--- src/source/rv_dp_pkg.sv ---
package rv_dp_pkg;

    localparam int XLEN    = 32;
    localparam int SHAMT_W = $clog2(XLEN);

    typedef logic [XLEN-1:0]    word_t;
    typedef logic [SHAMT_W-1:0] shamt_t;

    // --------------------------------------------------
    // alu control
    // --------------------------------------------------
    typedef enum logic [3:0] {
        ALU_ADD,
        ALU_SUB,
        ALU_SLL,
        ALU_SLT,
        ALU_SLTU,
        ALU_XOR,
        ALU_SRL,
        ALU_SRA,
        ALU_OR,
        ALU_AND
    } alu_op_t;

    // operand a is forced to zero for lui
    typedef enum logic {
        OPA_RS1,
        OPA_ZERO
    } opa_sel_t;

    typedef enum logic {
        OPB_RS2,
        OPB_IMM
    } opb_sel_t;

endpackage

--- src/source/rv_isa_pkg.sv ---
package rv_isa_pkg;

    localparam int NUM_REGS = 32;

    typedef logic [31:0]                   instr_t;
    typedef logic [$clog2(NUM_REGS)-1:0]   reg_addr_t;
    typedef logic [6:0]                    opcode_t;
    typedef logic [2:0]                    funct3_t;

    // --------------------------------------------------
    // major opcodes handled by this slice
    // --------------------------------------------------
    localparam opcode_t OPC_OP     = 7'b0110011;
    localparam opcode_t OPC_OP_IMM = 7'b0010011;
    localparam opcode_t OPC_LUI    = 7'b0110111;
    localparam opcode_t OPC_BRANCH = 7'b1100011;

    // register and immediate alu ops
    localparam funct3_t F3_ADD_SUB = 3'b000;
    localparam funct3_t F3_SLL     = 3'b001;
    localparam funct3_t F3_SLT     = 3'b010;
    localparam funct3_t F3_SLTU    = 3'b011;
    localparam funct3_t F3_XOR     = 3'b100;
    localparam funct3_t F3_SRL_SRA = 3'b101;
    localparam funct3_t F3_OR      = 3'b110;
    localparam funct3_t F3_AND     = 3'b111;

    // conditional branches, 010 and 011 are not defined
    localparam funct3_t F3_BEQ  = 3'b000;
    localparam funct3_t F3_BNE  = 3'b001;
    localparam funct3_t F3_BLT  = 3'b100;
    localparam funct3_t F3_BGE  = 3'b101;
    localparam funct3_t F3_BLTU = 3'b110;
    localparam funct3_t F3_BGEU = 3'b111;

endpackage

--- src/source/rv_datapath.sv ---
`timescale 1ns/1ps

module rv_datapath
(
    input  logic                  i_clk,
    input  logic                  i_rst,
    input  logic                  i_instr_valid,
    input  rv_isa_pkg::instr_t    i_instr,
    input  rv_dp_pkg::word_t      i_pc,
    output logic                  o_wb_valid,
    output rv_isa_pkg::reg_addr_t o_wb_rd,
    output rv_dp_pkg::word_t      o_wb_data,
    output logic                  o_br_valid,
    output logic                  o_br_taken,
    output rv_dp_pkg::word_t      o_br_target
);

    import rv_isa_pkg::*;
    import rv_dp_pkg::*;

    // decode side bundle
    logic      d_valid, d_reg_write, d_branch;
    alu_op_t   d_alu_op;
    opa_sel_t  d_opa_sel;
    opb_sel_t  d_opb_sel;
    funct3_t   d_funct3;
    reg_addr_t d_rs1, d_rs2, d_rd;
    word_t     d_rs1_data, d_rs2_data, d_imm, d_pc;

    // execute side bundle
    logic      e_valid, e_reg_write, e_branch;
    alu_op_t   e_alu_op;
    opa_sel_t  e_opa_sel;
    opb_sel_t  e_opb_sel;
    funct3_t   e_funct3;
    reg_addr_t e_rs1, e_rs2, e_rd;
    word_t     e_rs1_data, e_rs2_data, e_imm, e_pc;

    // --------------------------------------------------
    // decode, with the register file write port fed back
    // --------------------------------------------------
    rv_decode i_rv_decode
    (
        .i_clk         (i_clk),
        .i_rst         (i_rst),
        .i_instr_valid (i_instr_valid),
        .i_instr       (i_instr),
        .i_pc          (i_pc),
        .i_wb_we       (o_wb_valid),
        .i_wb_rd       (o_wb_rd),
        .i_wb_data     (o_wb_data),
        .o_valid       (d_valid),
        .o_alu_op      (d_alu_op),
        .o_opa_sel     (d_opa_sel),
        .o_opb_sel     (d_opb_sel),
        .o_reg_write   (d_reg_write),
        .o_branch      (d_branch),
        .o_funct3      (d_funct3),
        .o_rs1         (d_rs1),
        .o_rs2         (d_rs2),
        .o_rd          (d_rd),
        .o_rs1_data    (d_rs1_data),
        .o_rs2_data    (d_rs2_data),
        .o_imm         (d_imm),
        .o_pc          (d_pc)
    );

    rv_id_ex_reg i_rv_id_ex_reg
    (
        .i_clk       (i_clk),
        .i_rst       (i_rst),
        .i_valid     (d_valid),
        .i_alu_op    (d_alu_op),
        .i_opa_sel   (d_opa_sel),
        .i_opb_sel   (d_opb_sel),
        .i_reg_write (d_reg_write),
        .i_branch    (d_branch),
        .i_funct3    (d_funct3),
        .i_rs1       (d_rs1),
        .i_rs2       (d_rs2),
        .i_rd        (d_rd),
        .i_rs1_data  (d_rs1_data),
        .i_rs2_data  (d_rs2_data),
        .i_imm       (d_imm),
        .i_pc        (d_pc),
        .o_valid     (e_valid),
        .o_alu_op    (e_alu_op),
        .o_opa_sel   (e_opa_sel),
        .o_opb_sel   (e_opb_sel),
        .o_reg_write (e_reg_write),
        .o_branch    (e_branch),
        .o_funct3    (e_funct3),
        .o_rs1       (e_rs1),
        .o_rs2       (e_rs2),
        .o_rd        (e_rd),
        .o_rs1_data  (e_rs1_data),
        .o_rs2_data  (e_rs2_data),
        .o_imm       (e_imm),
        .o_pc        (e_pc)
    );

    rv_execute i_rv_execute
    (
        .i_clk       (i_clk),
        .i_rst       (i_rst),
        .i_valid     (e_valid),
        .i_alu_op    (e_alu_op),
        .i_opa_sel   (e_opa_sel),
        .i_opb_sel   (e_opb_sel),
        .i_reg_write (e_reg_write),
        .i_branch    (e_branch),
        .i_funct3    (e_funct3),
        .i_rs1       (e_rs1),
        .i_rs2       (e_rs2),
        .i_rd        (e_rd),
        .i_rs1_data  (e_rs1_data),
        .i_rs2_data  (e_rs2_data),
        .i_imm       (e_imm),
        .i_pc        (e_pc),
        .o_wb_valid  (o_wb_valid),
        .o_wb_rd     (o_wb_rd),
        .o_wb_data   (o_wb_data),
        .o_br_valid  (o_br_valid),
        .o_br_taken  (o_br_taken),
        .o_br_target (o_br_target)
    );

endmodule

--- src/source/rv_decode.sv ---
`timescale 1ns/1ps

module rv_decode
(
    input  logic                  i_clk,
    input  logic                  i_rst,
    input  logic                  i_instr_valid,
    input  rv_isa_pkg::instr_t    i_instr,
    input  rv_dp_pkg::word_t      i_pc,
    input  logic                  i_wb_we,
    input  rv_isa_pkg::reg_addr_t i_wb_rd,
    input  rv_dp_pkg::word_t      i_wb_data,
    output logic                  o_valid,
    output rv_dp_pkg::alu_op_t    o_alu_op,
    output rv_dp_pkg::opa_sel_t   o_opa_sel,
    output rv_dp_pkg::opb_sel_t   o_opb_sel,
    output logic                  o_reg_write,
    output logic                  o_branch,
    output rv_isa_pkg::funct3_t   o_funct3,
    output rv_isa_pkg::reg_addr_t o_rs1,
    output rv_isa_pkg::reg_addr_t o_rs2,
    output rv_isa_pkg::reg_addr_t o_rd,
    output rv_dp_pkg::word_t      o_rs1_data,
    output rv_dp_pkg::word_t      o_rs2_data,
    output rv_dp_pkg::word_t      o_imm,
    output rv_dp_pkg::word_t      o_pc
);

    import rv_isa_pkg::*;
    import rv_dp_pkg::*;

    opcode_t opcode;
    funct3_t funct3;
    logic    writes_rd;
    word_t   imm_i;
    word_t   imm_b;
    word_t   imm_u;

    // bit 30 picks sub only for register ops, sra for both
    function automatic alu_op_t alu_from_funct3(input funct3_t f3, input logic b30,
                                                input logic is_reg);
        alu_op_t op;
        case (f3)
            F3_ADD_SUB: op = (is_reg && b30) ? ALU_SUB : ALU_ADD;
            F3_SLL:     op = ALU_SLL;
            F3_SLT:     op = ALU_SLT;
            F3_SLTU:    op = ALU_SLTU;
            F3_XOR:     op = ALU_XOR;
            F3_SRL_SRA: op = b30 ? ALU_SRA : ALU_SRL;
            F3_OR:      op = ALU_OR;
            default:    op = ALU_AND;
        endcase
        return op;
    endfunction

    assign opcode = i_instr[6:0];
    assign funct3 = i_instr[14:12];

    assign o_valid  = i_instr_valid;
    assign o_funct3 = funct3;
    assign o_rs1    = i_instr[19:15];
    assign o_rs2    = i_instr[24:20];
    assign o_rd     = i_instr[11:7];
    assign o_pc     = i_pc;

    // --------------------------------------------------
    // immediates
    // --------------------------------------------------
    assign imm_i = {{20{i_instr[31]}}, i_instr[31:20]};
    assign imm_b = {{19{i_instr[31]}}, i_instr[31], i_instr[7], i_instr[30:25],
                    i_instr[11:8], 1'b0};
    assign imm_u = {i_instr[31:12], 12'b0};

    rv_reg_file i_rv_reg_file
    (
        .i_clk (i_clk),
        .i_rst (i_rst),
        .i_rs1 (o_rs1),
        .i_rs2 (o_rs2),
        .i_we  (i_wb_we),
        .i_wa  (i_wb_rd),
        .i_wd  (i_wb_data),
        .o_rd1 (o_rs1_data),
        .o_rd2 (o_rs2_data)
    );

    always_comb
    begin
        o_alu_op  = ALU_ADD;
        o_opa_sel = OPA_RS1;
        o_opb_sel = OPB_RS2;
        o_imm     = '0;
        o_branch  = 1'b0;
        writes_rd = 1'b0;
        case (opcode)
            OPC_OP:
            begin
                writes_rd = 1'b1;
                o_alu_op  = alu_from_funct3(funct3, i_instr[30], 1'b1);
            end
            OPC_OP_IMM:
            begin
                writes_rd = 1'b1;
                o_opb_sel = OPB_IMM;
                o_imm     = imm_i;
                o_alu_op  = alu_from_funct3(funct3, i_instr[30], 1'b0);
            end
            OPC_LUI:
            begin
                writes_rd = 1'b1;
                o_opa_sel = OPA_ZERO;
                o_opb_sel = OPB_IMM;
                o_imm     = imm_u;
            end
            OPC_BRANCH:
            begin
                // rs1 - rs2 gives the equality test, imm feeds the target
                o_branch = 1'b1;
                o_alu_op = ALU_SUB;
                o_imm    = imm_b;
            end
            default:
            begin
                writes_rd = 1'b0;
            end
        endcase
    end

    // unknown opcodes and x0 destinations become bubbles
    assign o_reg_write = writes_rd && (o_rd != '0);

endmodule

--- src/source/rv_execute.sv ---
`timescale 1ns/1ps

module rv_execute
(
    input  logic                  i_clk,
    input  logic                  i_rst,
    input  logic                  i_valid,
    input  rv_dp_pkg::alu_op_t    i_alu_op,
    input  rv_dp_pkg::opa_sel_t   i_opa_sel,
    input  rv_dp_pkg::opb_sel_t   i_opb_sel,
    input  logic                  i_reg_write,
    input  logic                  i_branch,
    input  rv_isa_pkg::funct3_t   i_funct3,
    input  rv_isa_pkg::reg_addr_t i_rs1,
    input  rv_isa_pkg::reg_addr_t i_rs2,
    input  rv_isa_pkg::reg_addr_t i_rd,
    input  rv_dp_pkg::word_t      i_rs1_data,
    input  rv_dp_pkg::word_t      i_rs2_data,
    input  rv_dp_pkg::word_t      i_imm,
    input  rv_dp_pkg::word_t      i_pc,
    output logic                  o_wb_valid,
    output rv_isa_pkg::reg_addr_t o_wb_rd,
    output rv_dp_pkg::word_t      o_wb_data,
    output logic                  o_br_valid,
    output logic                  o_br_taken,
    output rv_dp_pkg::word_t      o_br_target
);

    import rv_isa_pkg::*;
    import rv_dp_pkg::*;

    word_t  rs1_val;
    word_t  rs2_val;
    word_t  op_a;
    word_t  op_b;
    word_t  alu_res;
    shamt_t shamt;
    logic   br_taken;
    word_t  br_target;

    // --------------------------------------------------
    // forwarding from the writeback register
    // --------------------------------------------------
    assign rs1_val = (o_wb_valid && (o_wb_rd == i_rs1) && (i_rs1 != '0)) ?
                     o_wb_data : i_rs1_data;
    assign rs2_val = (o_wb_valid && (o_wb_rd == i_rs2) && (i_rs2 != '0)) ?
                     o_wb_data : i_rs2_data;

    assign op_a  = (i_opa_sel == OPA_ZERO) ? '0 : rs1_val;
    assign op_b  = (i_opb_sel == OPB_IMM) ? i_imm : rs2_val;
    assign shamt = op_b[SHAMT_W-1:0];

    // --------------------------------------------------
    // alu
    // --------------------------------------------------
    always_comb
    begin
        case (i_alu_op)
            ALU_ADD:  alu_res = op_a + op_b;
            ALU_SUB:  alu_res = op_a - op_b;
            ALU_SLL:  alu_res = op_a << shamt;
            ALU_SLT:  alu_res = {{(XLEN-1){1'b0}}, $signed(op_a) < $signed(op_b)};
            ALU_SLTU: alu_res = {{(XLEN-1){1'b0}}, op_a < op_b};
            ALU_XOR:  alu_res = op_a ^ op_b;
            ALU_SRL:  alu_res = op_a >> shamt;
            ALU_SRA:  alu_res = $signed(op_a) >>> shamt;
            ALU_OR:   alu_res = op_a | op_b;
            default:  alu_res = op_a & op_b;
        endcase
    end

    // equality comes from the alu difference
    always_comb
    begin
        case (i_funct3)
            F3_BEQ:  br_taken = (alu_res == '0);
            F3_BNE:  br_taken = (alu_res != '0);
            F3_BLT:  br_taken = $signed(rs1_val) < $signed(rs2_val);
            F3_BGE:  br_taken = $signed(rs1_val) >= $signed(rs2_val);
            F3_BLTU: br_taken = rs1_val < rs2_val;
            F3_BGEU: br_taken = rs1_val >= rs2_val;
            default: br_taken = 1'b0;
        endcase
    end

    assign br_target = i_pc + i_imm;

    // --------------------------------------------------
    // execute/writeback register
    // --------------------------------------------------
    always_ff @(posedge i_clk or posedge i_rst)
    begin
        if (i_rst)
        begin
            o_wb_valid <= 1'b0;
            o_br_valid <= 1'b0;
        end
        else
        begin
            o_wb_valid <= i_valid && i_reg_write;
            o_br_valid <= i_valid && i_branch;
        end
    end

    always_ff @(posedge i_clk)
    begin
        o_wb_rd     <= i_rd;
        o_wb_data   <= alu_res;
        o_br_taken  <= br_taken;
        o_br_target <= br_target;
    end

    // decode never marks one instruction as both a write and a branch
    a_wb_br_excl: assert property (@(posedge i_clk) disable iff (i_rst)
        !(o_wb_valid && o_br_valid));

endmodule

--- src/source/rv_id_ex_reg.sv ---
`timescale 1ns/1ps

module rv_id_ex_reg
(
    input  logic                  i_clk,
    input  logic                  i_rst,
    input  logic                  i_valid,
    input  rv_dp_pkg::alu_op_t    i_alu_op,
    input  rv_dp_pkg::opa_sel_t   i_opa_sel,
    input  rv_dp_pkg::opb_sel_t   i_opb_sel,
    input  logic                  i_reg_write,
    input  logic                  i_branch,
    input  rv_isa_pkg::funct3_t   i_funct3,
    input  rv_isa_pkg::reg_addr_t i_rs1,
    input  rv_isa_pkg::reg_addr_t i_rs2,
    input  rv_isa_pkg::reg_addr_t i_rd,
    input  rv_dp_pkg::word_t      i_rs1_data,
    input  rv_dp_pkg::word_t      i_rs2_data,
    input  rv_dp_pkg::word_t      i_imm,
    input  rv_dp_pkg::word_t      i_pc,
    output logic                  o_valid,
    output rv_dp_pkg::alu_op_t    o_alu_op,
    output rv_dp_pkg::opa_sel_t   o_opa_sel,
    output rv_dp_pkg::opb_sel_t   o_opb_sel,
    output logic                  o_reg_write,
    output logic                  o_branch,
    output rv_isa_pkg::funct3_t   o_funct3,
    output rv_isa_pkg::reg_addr_t o_rs1,
    output rv_isa_pkg::reg_addr_t o_rs2,
    output rv_isa_pkg::reg_addr_t o_rd,
    output rv_dp_pkg::word_t      o_rs1_data,
    output rv_dp_pkg::word_t      o_rs2_data,
    output rv_dp_pkg::word_t      o_imm,
    output rv_dp_pkg::word_t      o_pc
);

    // control bits, gated by valid so an idle slot never writes
    always_ff @(posedge i_clk or posedge i_rst)
    begin
        if (i_rst)
        begin
            o_valid     <= 1'b0;
            o_reg_write <= 1'b0;
            o_branch    <= 1'b0;
        end
        else
        begin
            o_valid     <= i_valid;
            o_reg_write <= i_valid && i_reg_write;
            o_branch    <= i_valid && i_branch;
        end
    end

    always_ff @(posedge i_clk)
    begin
        o_alu_op   <= i_alu_op;
        o_opa_sel  <= i_opa_sel;
        o_opb_sel  <= i_opb_sel;
        o_funct3   <= i_funct3;
        o_rs1      <= i_rs1;
        o_rs2      <= i_rs2;
        o_rd       <= i_rd;
        o_rs1_data <= i_rs1_data;
        o_rs2_data <= i_rs2_data;
        o_imm      <= i_imm;
        o_pc       <= i_pc;
    end

    // the caller's strobe must be driven cleanly once out of reset
    a_valid_known: assert property (@(posedge i_clk) disable iff (i_rst)
        !$isunknown(o_valid));

endmodule

--- src/source/rv_reg_file.sv ---
`timescale 1ns/1ps

module rv_reg_file
(
    input  logic                  i_clk,
    input  logic                  i_rst,
    input  rv_isa_pkg::reg_addr_t i_rs1,
    input  rv_isa_pkg::reg_addr_t i_rs2,
    input  logic                  i_we,
    input  rv_isa_pkg::reg_addr_t i_wa,
    input  rv_dp_pkg::word_t      i_wd,
    output rv_dp_pkg::word_t      o_rd1,
    output rv_dp_pkg::word_t      o_rd2
);

    import rv_isa_pkg::*;
    import rv_dp_pkg::*;

    // no storage behind x0
    word_t regs [1:NUM_REGS-1];

    // x0 reads zero, a write in flight is seen at once
    function automatic word_t read_port(input reg_addr_t addr);
        word_t data;
        if (addr == '0)
            data = '0;
        else if (i_we && (i_wa == addr))
            data = i_wd;
        else
            data = regs[addr];
        return data;
    endfunction

    always_ff @(posedge i_clk or posedge i_rst)
    begin
        if (i_rst)
        begin
            for (int i = 1; i < NUM_REGS; i++)
            begin
                regs[i] <= '0;
            end
        end
        else if (i_we && (i_wa != '0))
        begin
            regs[i_wa] <= i_wd;
        end
    end

    always_comb
    begin
        o_rd1 = read_port(i_rs1);
        o_rd2 = read_port(i_rs2);
    end

    // decode drops rd == x0, so no write may ever target it
    a_no_x0_write: assert property (@(posedge i_clk) disable iff (i_rst)
        !(i_we && (i_wa == '0)));

endmodule

--- config.mk ---
export PLATFORM = sky130hd
export DESIGN_NAME = rv_datapath
export DESIGN_NICKNAME = d
export VERILOG_FILES = /design/src/source/rv_dp_pkg.sv /design/src/source/rv_isa_pkg.sv /design/src/source/rv_datapath.sv /design/src/source/rv_decode.sv /design/src/source/rv_execute.sv /design/src/source/rv_id_ex_reg.sv /design/src/source/rv_reg_file.sv
export SDC_FILE = /design/constraint.sdc
export NUM_CORES = 2
export LEC_CHECK = 0
export BUFFER_PORTS_ARGS = -buffer_cell sky130_fd_sc_hd__buf_2
export CAP_MARGIN = 0
export CORE_UTILIZATION = 40
export DETAILED_ROUTE_END_ITERATION = 8
export HOLD_SLACK_MARGIN = 0.08
export PLACE_DENSITY = 0.55
export SLEW_MARGIN = 20
export SYNTH_ARGS = -nofsm -noshare
export SYNTH_HDL_FRONTEND = slang
export SYNTH_SLANG_ARGS = --single-unit
--- constraint.sdc ---
create_clock -name i_clk -period 30.7 [get_ports i_clk]
set_clock_uncertainty 0.05 [all_clocks]
set_input_delay 3.07 -clock i_clk [delete_from_list [all_inputs] [get_ports i_clk]]
set_output_delay 3.07 -clock i_clk [all_outputs]
set_load 0.02 [all_outputs]
Word level (Yosys, flattened, before mapping). Cells that the tools add are included.

Eq/ne operators: 27. Bitwise gates (word level): 6. Add/subtract/negate cells: 3. Multiplexer cells: 27. Shift-type cells: 3. $lt $le $gt $ge: 10. Reductions and logical operators: 26.

Operators with widths (count): bitwise mux 992 bit (1); two-way mux 32 bit (11); binary-select mux 32 bit (select 5 bit) (2); case mux 32 bit (9 select lines) (1); demux 32 bit (select 5 bit) (1); < comparator 32 bit (4); case mux 32 bit (3 select lines) (1); adder 32 bit (2); greater-or-equal comparator 32 bit (2); case mux 4 bit (7 select lines) (2); bitwise AND 32 bit (1); logical NOT 32 bit (1); bitwise OR 32 bit (1); nonzero test 32 bit (1); << shifter 32 x 5 -> 32 bit (1); >> shifter 32 x 5 -> 32 bit (1); >>> shifter 32 x 5 -> 32 bit (1); subtractor 32 bit (1); XOR 32 bit (1); == test 3 bit, second input constant (7); == test 5 bit (4); nonzero test 5 bit (4); greater-or-equal comparator 6 bit, second input constant (3); NOT 5 -> 6 bit (3); 19 further kinds (45).

Word-level logic and storage cells: 153. Register bits after elaboration: 1219. Input port bits: 67. Output and inout port bits: 72.

Depth between registers and ports, before layout.
Depth in word-level cells: 9. Gate-level depth with buffers: 28. Mapped depth without buffers: 22.

Hierarchy. From an unflattened synthesis, not the netlist that was laid out.

Cells, all modules: 6007. Area total of the unflattened synthesis: 72696.0 µm².

Modules (own cells, without submodules): rv_reg_file (instances 1, seq. area each 24823.8 µm², cells each 3730, area an instance 54150.7 µm²); rv_execute (instances 1, seq. area each 1451.4 µm², cells each 2000, area an instance 14530.2 µm²); rv_id_ex_reg (instances 1, seq. area each 3118.0 µm², cells each 158, area an instance 3134.3 µm²); rv_decode (instances 1, seq. area each 0.0 µm², cells each 119, area an instance 880.8 µm²).

Worst setup path before layout. OpenSTA, ideal clock, no wires.

Path type: flip-flop to flip-flop. From: register i_rv_execute.o_wb_rd[2]. To: register i_rv_execute.o_br_taken. Library setup time: 0.062 ns. Setup slack: 24.230 ns. Cell stages (with the launch flop): 29. Arrival time: 6.358 ns. Data required time: 30.588 ns. Clock period less this slack: 6.470 ns. Buffers on the path: 6. Cell sequence: dfxtp_1 -> or3_1 -> o311a_1 -> buf_6 -> and3_1 -> buf_2 -> nor3_4 -> inv_4 -> buf_6 -> buf_6 -> buf_2 -> buf_2 -> ha_1 -> fa_1 -> a21oi_1 -> o311ai_0 -> a21boi_0 -> o21ai_0 -> a21oi_1 -> o31ai_1 -> a31o_2 -> a2111oi_0 -> nand3_1 -> a22o_1 -> or4_1 -> nor4_1 -> nand4_1 -> or3_1 -> nand3_1.

Word-level cells in the longest chain between the ends: 9. Elaborated cells between the ends (all ways): 28. Those cells by class: add/sub: 2; order compare: 6; eq/ne: 2; shift: 3; mux: 6; bitwise: 3; reduce/logical: 6.

RTL lines: start, declared (RTL line rv_execute.sv:22) `output rv_isa_pkg::reg_addr_t o_wb_rd,`; start signal, assigned (RTL line rv_execute.sv:107) `o_wb_rd <= i_rd;`; == test 5 bit, on equally long branches (RTL line rv_execute.sv:44, rv_execute.sv:46); logical AND 1 bit, on equally long branches (2 in a row) (RTL line rv_execute.sv:44, rv_execute.sv:46); two-way mux 32 bit, on equally long branches (RTL line rv_execute.sv:44, rv_execute.sv:46); two-way mux 32 bit, on equally long branches (RTL line rv_execute.sv:49, rv_execute.sv:50); subtractor 32 bit, or another cell as far along (RTL line rv_execute.sv:60) `ALU_SUB: alu_res = op_a - op_b;`; case mux 32 bit (9 select lines) (RTL line rv_execute.sv:58) `case (i_alu_op)`; nonzero test 32 bit / logical NOT 32 bit (equally long branches) (RTL line rv_execute.sv:77, rv_execute.sv:76); case mux 1 bit (6 select lines) (*) (RTL line rv_execute.sv:75) `case (i_funct3)`; end signal, assigned (RTL line rv_execute.sv:109) `o_br_taken <= br_taken;`; end, declared (RTL line rv_execute.sv:25) `output logic o_br_taken,`.

Every way passes the cells marked *; elsewhere a longest branch is shown, timed or not. A chain may end at the register's enable or synchronous reset.

Worst setup path after layout.
From: register i_rv_execute.o_wb_rd[2]. To: register i_rv_execute.o_br_taken.

Word-level cells in the longest chain between the ends: 9. Elaborated cells between the ends (all ways): 28. Those cells by class: add/sub: 2; order compare: 6; eq/ne: 2; shift: 3; mux: 6; bitwise: 3; reduce/logical: 6.

RTL lines: == test 5 bit, on equally long branches (RTL line rv_execute.sv:44, rv_execute.sv:46); logical AND 1 bit, on equally long branches (2 in a row) (RTL line rv_execute.sv:44, rv_execute.sv:46); two-way mux 32 bit, on equally long branches (RTL line rv_execute.sv:44, rv_execute.sv:46); two-way mux 32 bit, on equally long branches (RTL line rv_execute.sv:49, rv_execute.sv:50); subtractor 32 bit, or another cell as far along (RTL line rv_execute.sv:60); case mux 32 bit (9 select lines) (*) (RTL line rv_execute.sv:58); named net i_rv_execute.alu_res[26] (RTL line rv_execute.sv:36) `word_t alu_res;`; nonzero test 32 bit / logical NOT 32 bit (equally long branches) (RTL line rv_execute.sv:77, rv_execute.sv:76); case mux 1 bit (6 select lines) (*) (RTL line rv_execute.sv:75).

Mark *: on every way through the listed nets, which the timed path passes. The rest lies on a longest branch.

==> results.md <==
| Group | Item | Reported |
| --- | --- | --- |
| outcome | Run status | finished, final reports clean |
| pwr | PD cells | 45.1 nW/um^2 |
| clocking | Total of cells resized after clock tree synthesis | 0 |
| route | Sum of routed wire length over all layers | 272000 microns |
| timing | Setup repair after global routing missed its margin | false |
| route | Antenna viol nets, final | 0 |
| synth | Dominant combinational cell family by area after synthesis | multiplexers |
| timing | Slew Limit Headroom | 13.0% |
| synth | Compound-gate portion of the synthesized area | 9.04% |
| floorplan | Ports | 139 |
| synth | Synth Warn # | 0 |
| worst setup path | Endpoint kind of the worst setup timing path | flip-flop |
| placement | GPL Wtd Cong | 1.05 |
| worst setup path | End point of the critical path | i_rv_execute.o_br_taken |
| timing | Ratio of final minimum period to clock period | 30.1% |
| timing | Post-layout min period | 9.23 ns |
| placement | Half-perimeter wire length after placement | 172000 microns |
| layout | Final-stage net count | 5840 |
| pwr | Design Power | 3590 uW |
| synth | Mean area per synthesized cell | 12.5 sq um |
| worst setup path | First element of the critical path | i_rv_execute.o_wb_rd[2] |
| worst setup path | Slowest stage cell, crit path | sky130_fd_sc_hd__nor4_1 |
| clocking | CTS Root Buffer Type | sky130_fd_sc_hd__clkbuf_16 |
| clocking | Clock tree from TritonCTS | yes |
| min path | Hold WC Path Type | flip-flop to flip-flop |
| pwr | Internal | 2690 uW |
| layout | Combined flip-flop and latch cell area | 29400 sq um |
| timing | Slew at the pin closest to its max-slew limit | 1.29 ns |
| timing | Accumulated negative setup slack | 0 ns |
| layout | Cell area after layout | 79500 sq um |
| synth | Primary flip-flop cell chosen by synthesis mapping | sky130_fd_sc_hd__dfrtp_1 |
| worst setup path | CP Class | flip-flop to flip-flop |
| synth | Netlist cell types | 94 |
| route | Routed length per placed instance | 33.6 microns |
| global routing | GR Util All Layers | 29.9% |
| pwr | Switch Pwr | 903 uW |
| clocking | Inserted Clock Buffers | 142 |
| placement | Number of port buffers | 138 |
| synth | Sequential share of the synthesized area | 40.9% |
| pwr | Clock network fraction of design power | 47.2% |
| route | Detail-routed via count per cell | 6.49 |
| clocking | Clock sink count | 1219 |
| synth | Number of instances in the synthesized netlist | 5731 |
| clocking | Cts hold-fix bufs | 0 |
| synth | Post-synthesis adder-cell area fraction | 2.87% |
| global routing | Number of antenna violations at the first check in global routing | 16 |
| route | Number of iterations in the first detailed-routing pass | 6 |
| clocking | Clock Path Buffers | 3 |
| route | Total vias in the final route | 52500 |
| global routing | GRT met1 Usage | 41.7% |
| synth | Number of synthesized flops with an enable pin | 0 |
| worst setup path | Delay of the slowest cell on the worst path | 1.00 ns |
| worst setup path | Reg2reg start | i_rv_execute.o_wb_rd[2] |
| floorplan | Area of the core | 178000 sq um |
| flow run | Count of max-cap constraint violations | 0 |
| floorplan | Die width | 426 microns |
| clocking | Post-CTS Setup Inserts | 0 |
| pwr | Maximum vdd ir drop | 0.0000422 V |
| layout | Area Overhead vs Synth | 10.6% |
| synth | Synthesized flop and latch total | 1219 |
| timing | Final hold violation count | 0 |
| floorplan | Placement row count | 155 |
| floorplan | Chip height | 426 microns |
| worst setup path | Series of cell instances along the critical path | or3_1 -> o311a_1 -> a21boi_2 -> buf_4 -> nor3_4 -> buf_4 -> inv_4 -> ha_1 -> fa_1 -> a21oi_1 -> o311ai_0 -> a21boi_0 -> or4_1 -> a21boi_0 -> o311ai_0 -> and4b_1 -> o21ai_0 -> a41o_1 -> o21ai_0 -> or4_1 -> nor4_1 -> nand4_1 -> or3_1 -> nand3_1 |
| synth | Leading cell types by count after synthesis | sky130_fd_sc_hd__mux2_2, sky130_fd_sc_hd__dfrtp_1, sky130_fd_sc_hd__mux4_2 |
| synth | Post-synthesis share of cell area spent on and, or, nand and nor gates | 5.66% |
| worst setup path | Register-to-register setup slack | 21.47 ns |
| global routing | Most Crowded Layer GR | met2 |
| synth | Post-Synthesis Net Count | 5961 |
| clocking | Clock slew at reported path FFs | 0.06 ns |
| synth | Top post-synthesis cells by area | sky130_fd_sc_hd__dfrtp_1, sky130_fd_sc_hd__mux4_2, sky130_fd_sc_hd__mux2_2, sky130_fd_sc_hd__dfxtp_1, sky130_fd_sc_hd__ha_1 |
| worst setup path | Terminus of the critical flop-to-flop path | i_rv_execute.o_br_taken |
| layout | Proportion of layout cells with a drive suffix above 1 | 39.8% |
| synth | Yosys top cell area share | 34.7% |
| synth | Most common cell in the synthesized netlist | sky130_fd_sc_hd__mux2_2 |
| worst setup path | Sort of element at the start of the critical path | flip-flop |
| global routing | Via count of the first global-routing pass | 51600 |
| global routing | Global routing usage on met2 | 45.4% |
| worst setup path | Number of cells on the worst reg-to-reg path | 24 |
| pwr | Sw Share | 25.2% |
| global routing | Pin count of the biggest net entering global routing | 106 |
| synth | Async SR Flop Fraction | 81.8% |
| clocking | Clock latency on the worst-skew pair | 0.79 ns |
| clocking | H-tree levels | 4 |
| timing | Max Freq | 0.108 GHz |
| global routing | Global route overflow | 0 |
| synth | Summed instance area of the synthesized netlist | 71900 sq um |
| floorplan | Initial standard-cell utilization of the core | 40.3% |
| global routing | First-pass GRT wire length | 391000 microns |
| synth | XOR/XNOR share of the synthesized area | 0.792% |
| pwr | Fraction of power consumed by combinational cells | 7.6% |
| route | Drt initial violations | 6444 |
| synth | Post-synthesis cell type with the largest combined area | sky130_fd_sc_hd__dfrtp_1 |
| timing | Final-report max-slew violation count | 0 |
| floorplan | Die Area | 181000 sq um |
| worst setup path | Max Fanout on Critical Path | 55 |
| layout | Multi-input gate area | 40200 sq um |
| synth | Multiplexer fraction of the synthesized cell area | 37.1% |
| route | Number of design rule violations left after detail routing | 0 |
| pwr | Sequential cell fraction of total power | 45.2% |
| pwr | Static power due to leakage | 0.0360 uW |
| placement | Post-detailed-placement cell area | 74900 sq um |
| timing | Final number of setup-violating endpoints | 0 |
| worst setup path | Required time reported for the critical path endpoint | 31.38 ns |
| worst setup path | Arrival time at the worst endpoint | 9.91 ns |
| layout | Number of filler instances in the final layout | 16300 |
| global routing | Global routing usage on met3 | 6.06% |
[cell type report]
cell class	instances	area share [%]
Antenna cell	4	0.0126
Clock buffer	213	5.25
Clock inverter	44	0.544
Inverter	118	0.566
Multi-Input combinational cell	3836	50.5
Sequential cell	1219	37.0
Tap cell	2355	3.70
Timing Repair Buffer	293	2.46
[worst min-delay path by stage]
stage | start | endpoint | slack (ns) | depth (start not counted)
2_1_floorplan | i_rv_id_ex_reg.o_rd[0] | i_rv_execute.o_wb_rd[0] | 0.26 | 0
3_3_place_gp | i_rv_id_ex_reg.o_rd[4] | i_rv_execute.o_wb_rd[4] | 0.28 | 0
3_5_place_dp | i_rv_id_ex_reg.o_rd[4] | i_rv_execute.o_wb_rd[4] | 0.26 | 0
4_1_cts | i_rv_id_ex_reg.o_rd[4] | i_rv_execute.o_wb_rd[4] | 0.29 | 0
5_1_grt | i_rv_id_ex_reg.o_rd[1] | i_rv_execute.o_wb_rd[1] | 0.29 | 0
6_report | i_rv_id_ex_reg.o_rd[4] | i_rv_execute.o_wb_rd[4] | 0.29 | 0
[registers in the layout, indices dropped and copies added, names as in the netlist, 3 cells and up]
| signal | flops |
|---|---|
| i_rv_id_ex_reg.o_rs2_data | 32 |
| i_rv_id_ex_reg.o_imm | 32 |
| i_rv_execute.o_br_target | 32 |
| i_rv_id_ex_reg.o_pc | 32 |
| i_rv_id_ex_reg.o_rs2 | 5 |
| i_rv_execute.o_wb_rd | 5 |
| i_rv_decode.i_rv_reg_file.regs | 992 |
| i_rv_id_ex_reg.o_alu_op | 4 |
| i_rv_execute.o_wb_data | 32 |
| i_rv_id_ex_reg.o_rs1_data | 32 |
| i_rv_id_ex_reg.o_funct3 | 3 |
| i_rv_id_ex_reg.o_rd | 5 |
| i_rv_id_ex_reg.o_rs1 | 5 |
[power by group through the flow]
stage / registers (uW) / clock network [uW] / logic [uW]
floorplan: 1660 / 0 / 167
global placement: 1650 / 0 / 269
detailed placement: 1650 / 0 / 270
CTS: 1620 / 1730 / 270
global route: 1620 / 1790 / 287
finish: 1620 / 1690 / 271
[through the flow]
stage	cells	setup WS [ns]	hold slack, ns	util [%]
4_1_cts	8078	21.93	0.287	44.6
2_1_floorplan	5731	13.84	0.260	-
3_5_place_dp	7821	21.94	0.264	42.0
5_1_grt	8079	21.25	0.291	44.6
3_3_place_gp	7821	22.05	0.279	42.0
6_report	8082	21.47	0.287	44.6
[layer usage]
metal,vias up,wire [microns]
met5,-,54
met4,8,11800
met3,512,21900
met2,2394,123000
met1,27900,115000
li1,21700,-
[cells by family (layout without fill, tap and decap cells)]
logic type,Yosys count,in the layout
AO/OA/AOI/OAI,927,927
XOR/XNOR,65,65
adder cells (fa/ha/maj),163,163
buffers and inverters,676,668
flip-flops,1219,1219
multiplexers,1817,1817
other,0,4
AND/OR/NAND/NOR,864,864
[worst max-delay path, delay by kind of cell (launching register included)]
kind,cells,cell delay [ns]
buf+inv,3,1.14
compound gates,10,3.08
fa+ha+maj,2,0.62
flops,1,0.47
simple gates,9,3.77
[cells in the final DEF (no fill, tap or decap), types with 49 or more instances in the layout]
cell type / count
sky130_fd_sc_hd__a21o_1: 54
sky130_fd_sc_hd__a21oi_1: 228
sky130_fd_sc_hd__a22o_1: 61
sky130_fd_sc_hd__buf_2: 128
sky130_fd_sc_hd__buf_4: 155
sky130_fd_sc_hd__clkbuf_16: 147
sky130_fd_sc_hd__dfrtp_1: 997
sky130_fd_sc_hd__dfxtp_1: 219
sky130_fd_sc_hd__ha_1: 160
sky130_fd_sc_hd__inv_1: 112
sky130_fd_sc_hd__mux2_2: 1099
sky130_fd_sc_hd__mux2i_1: 145
sky130_fd_sc_hd__mux4_2: 570
sky130_fd_sc_hd__nand2_1: 174
sky130_fd_sc_hd__nor2_1: 313
sky130_fd_sc_hd__nor3_1: 52
sky130_fd_sc_hd__o21ai_0: 114
sky130_fd_sc_hd__xnor2_1: 49
Note: power is estimated with default switching activity, not from simulation.
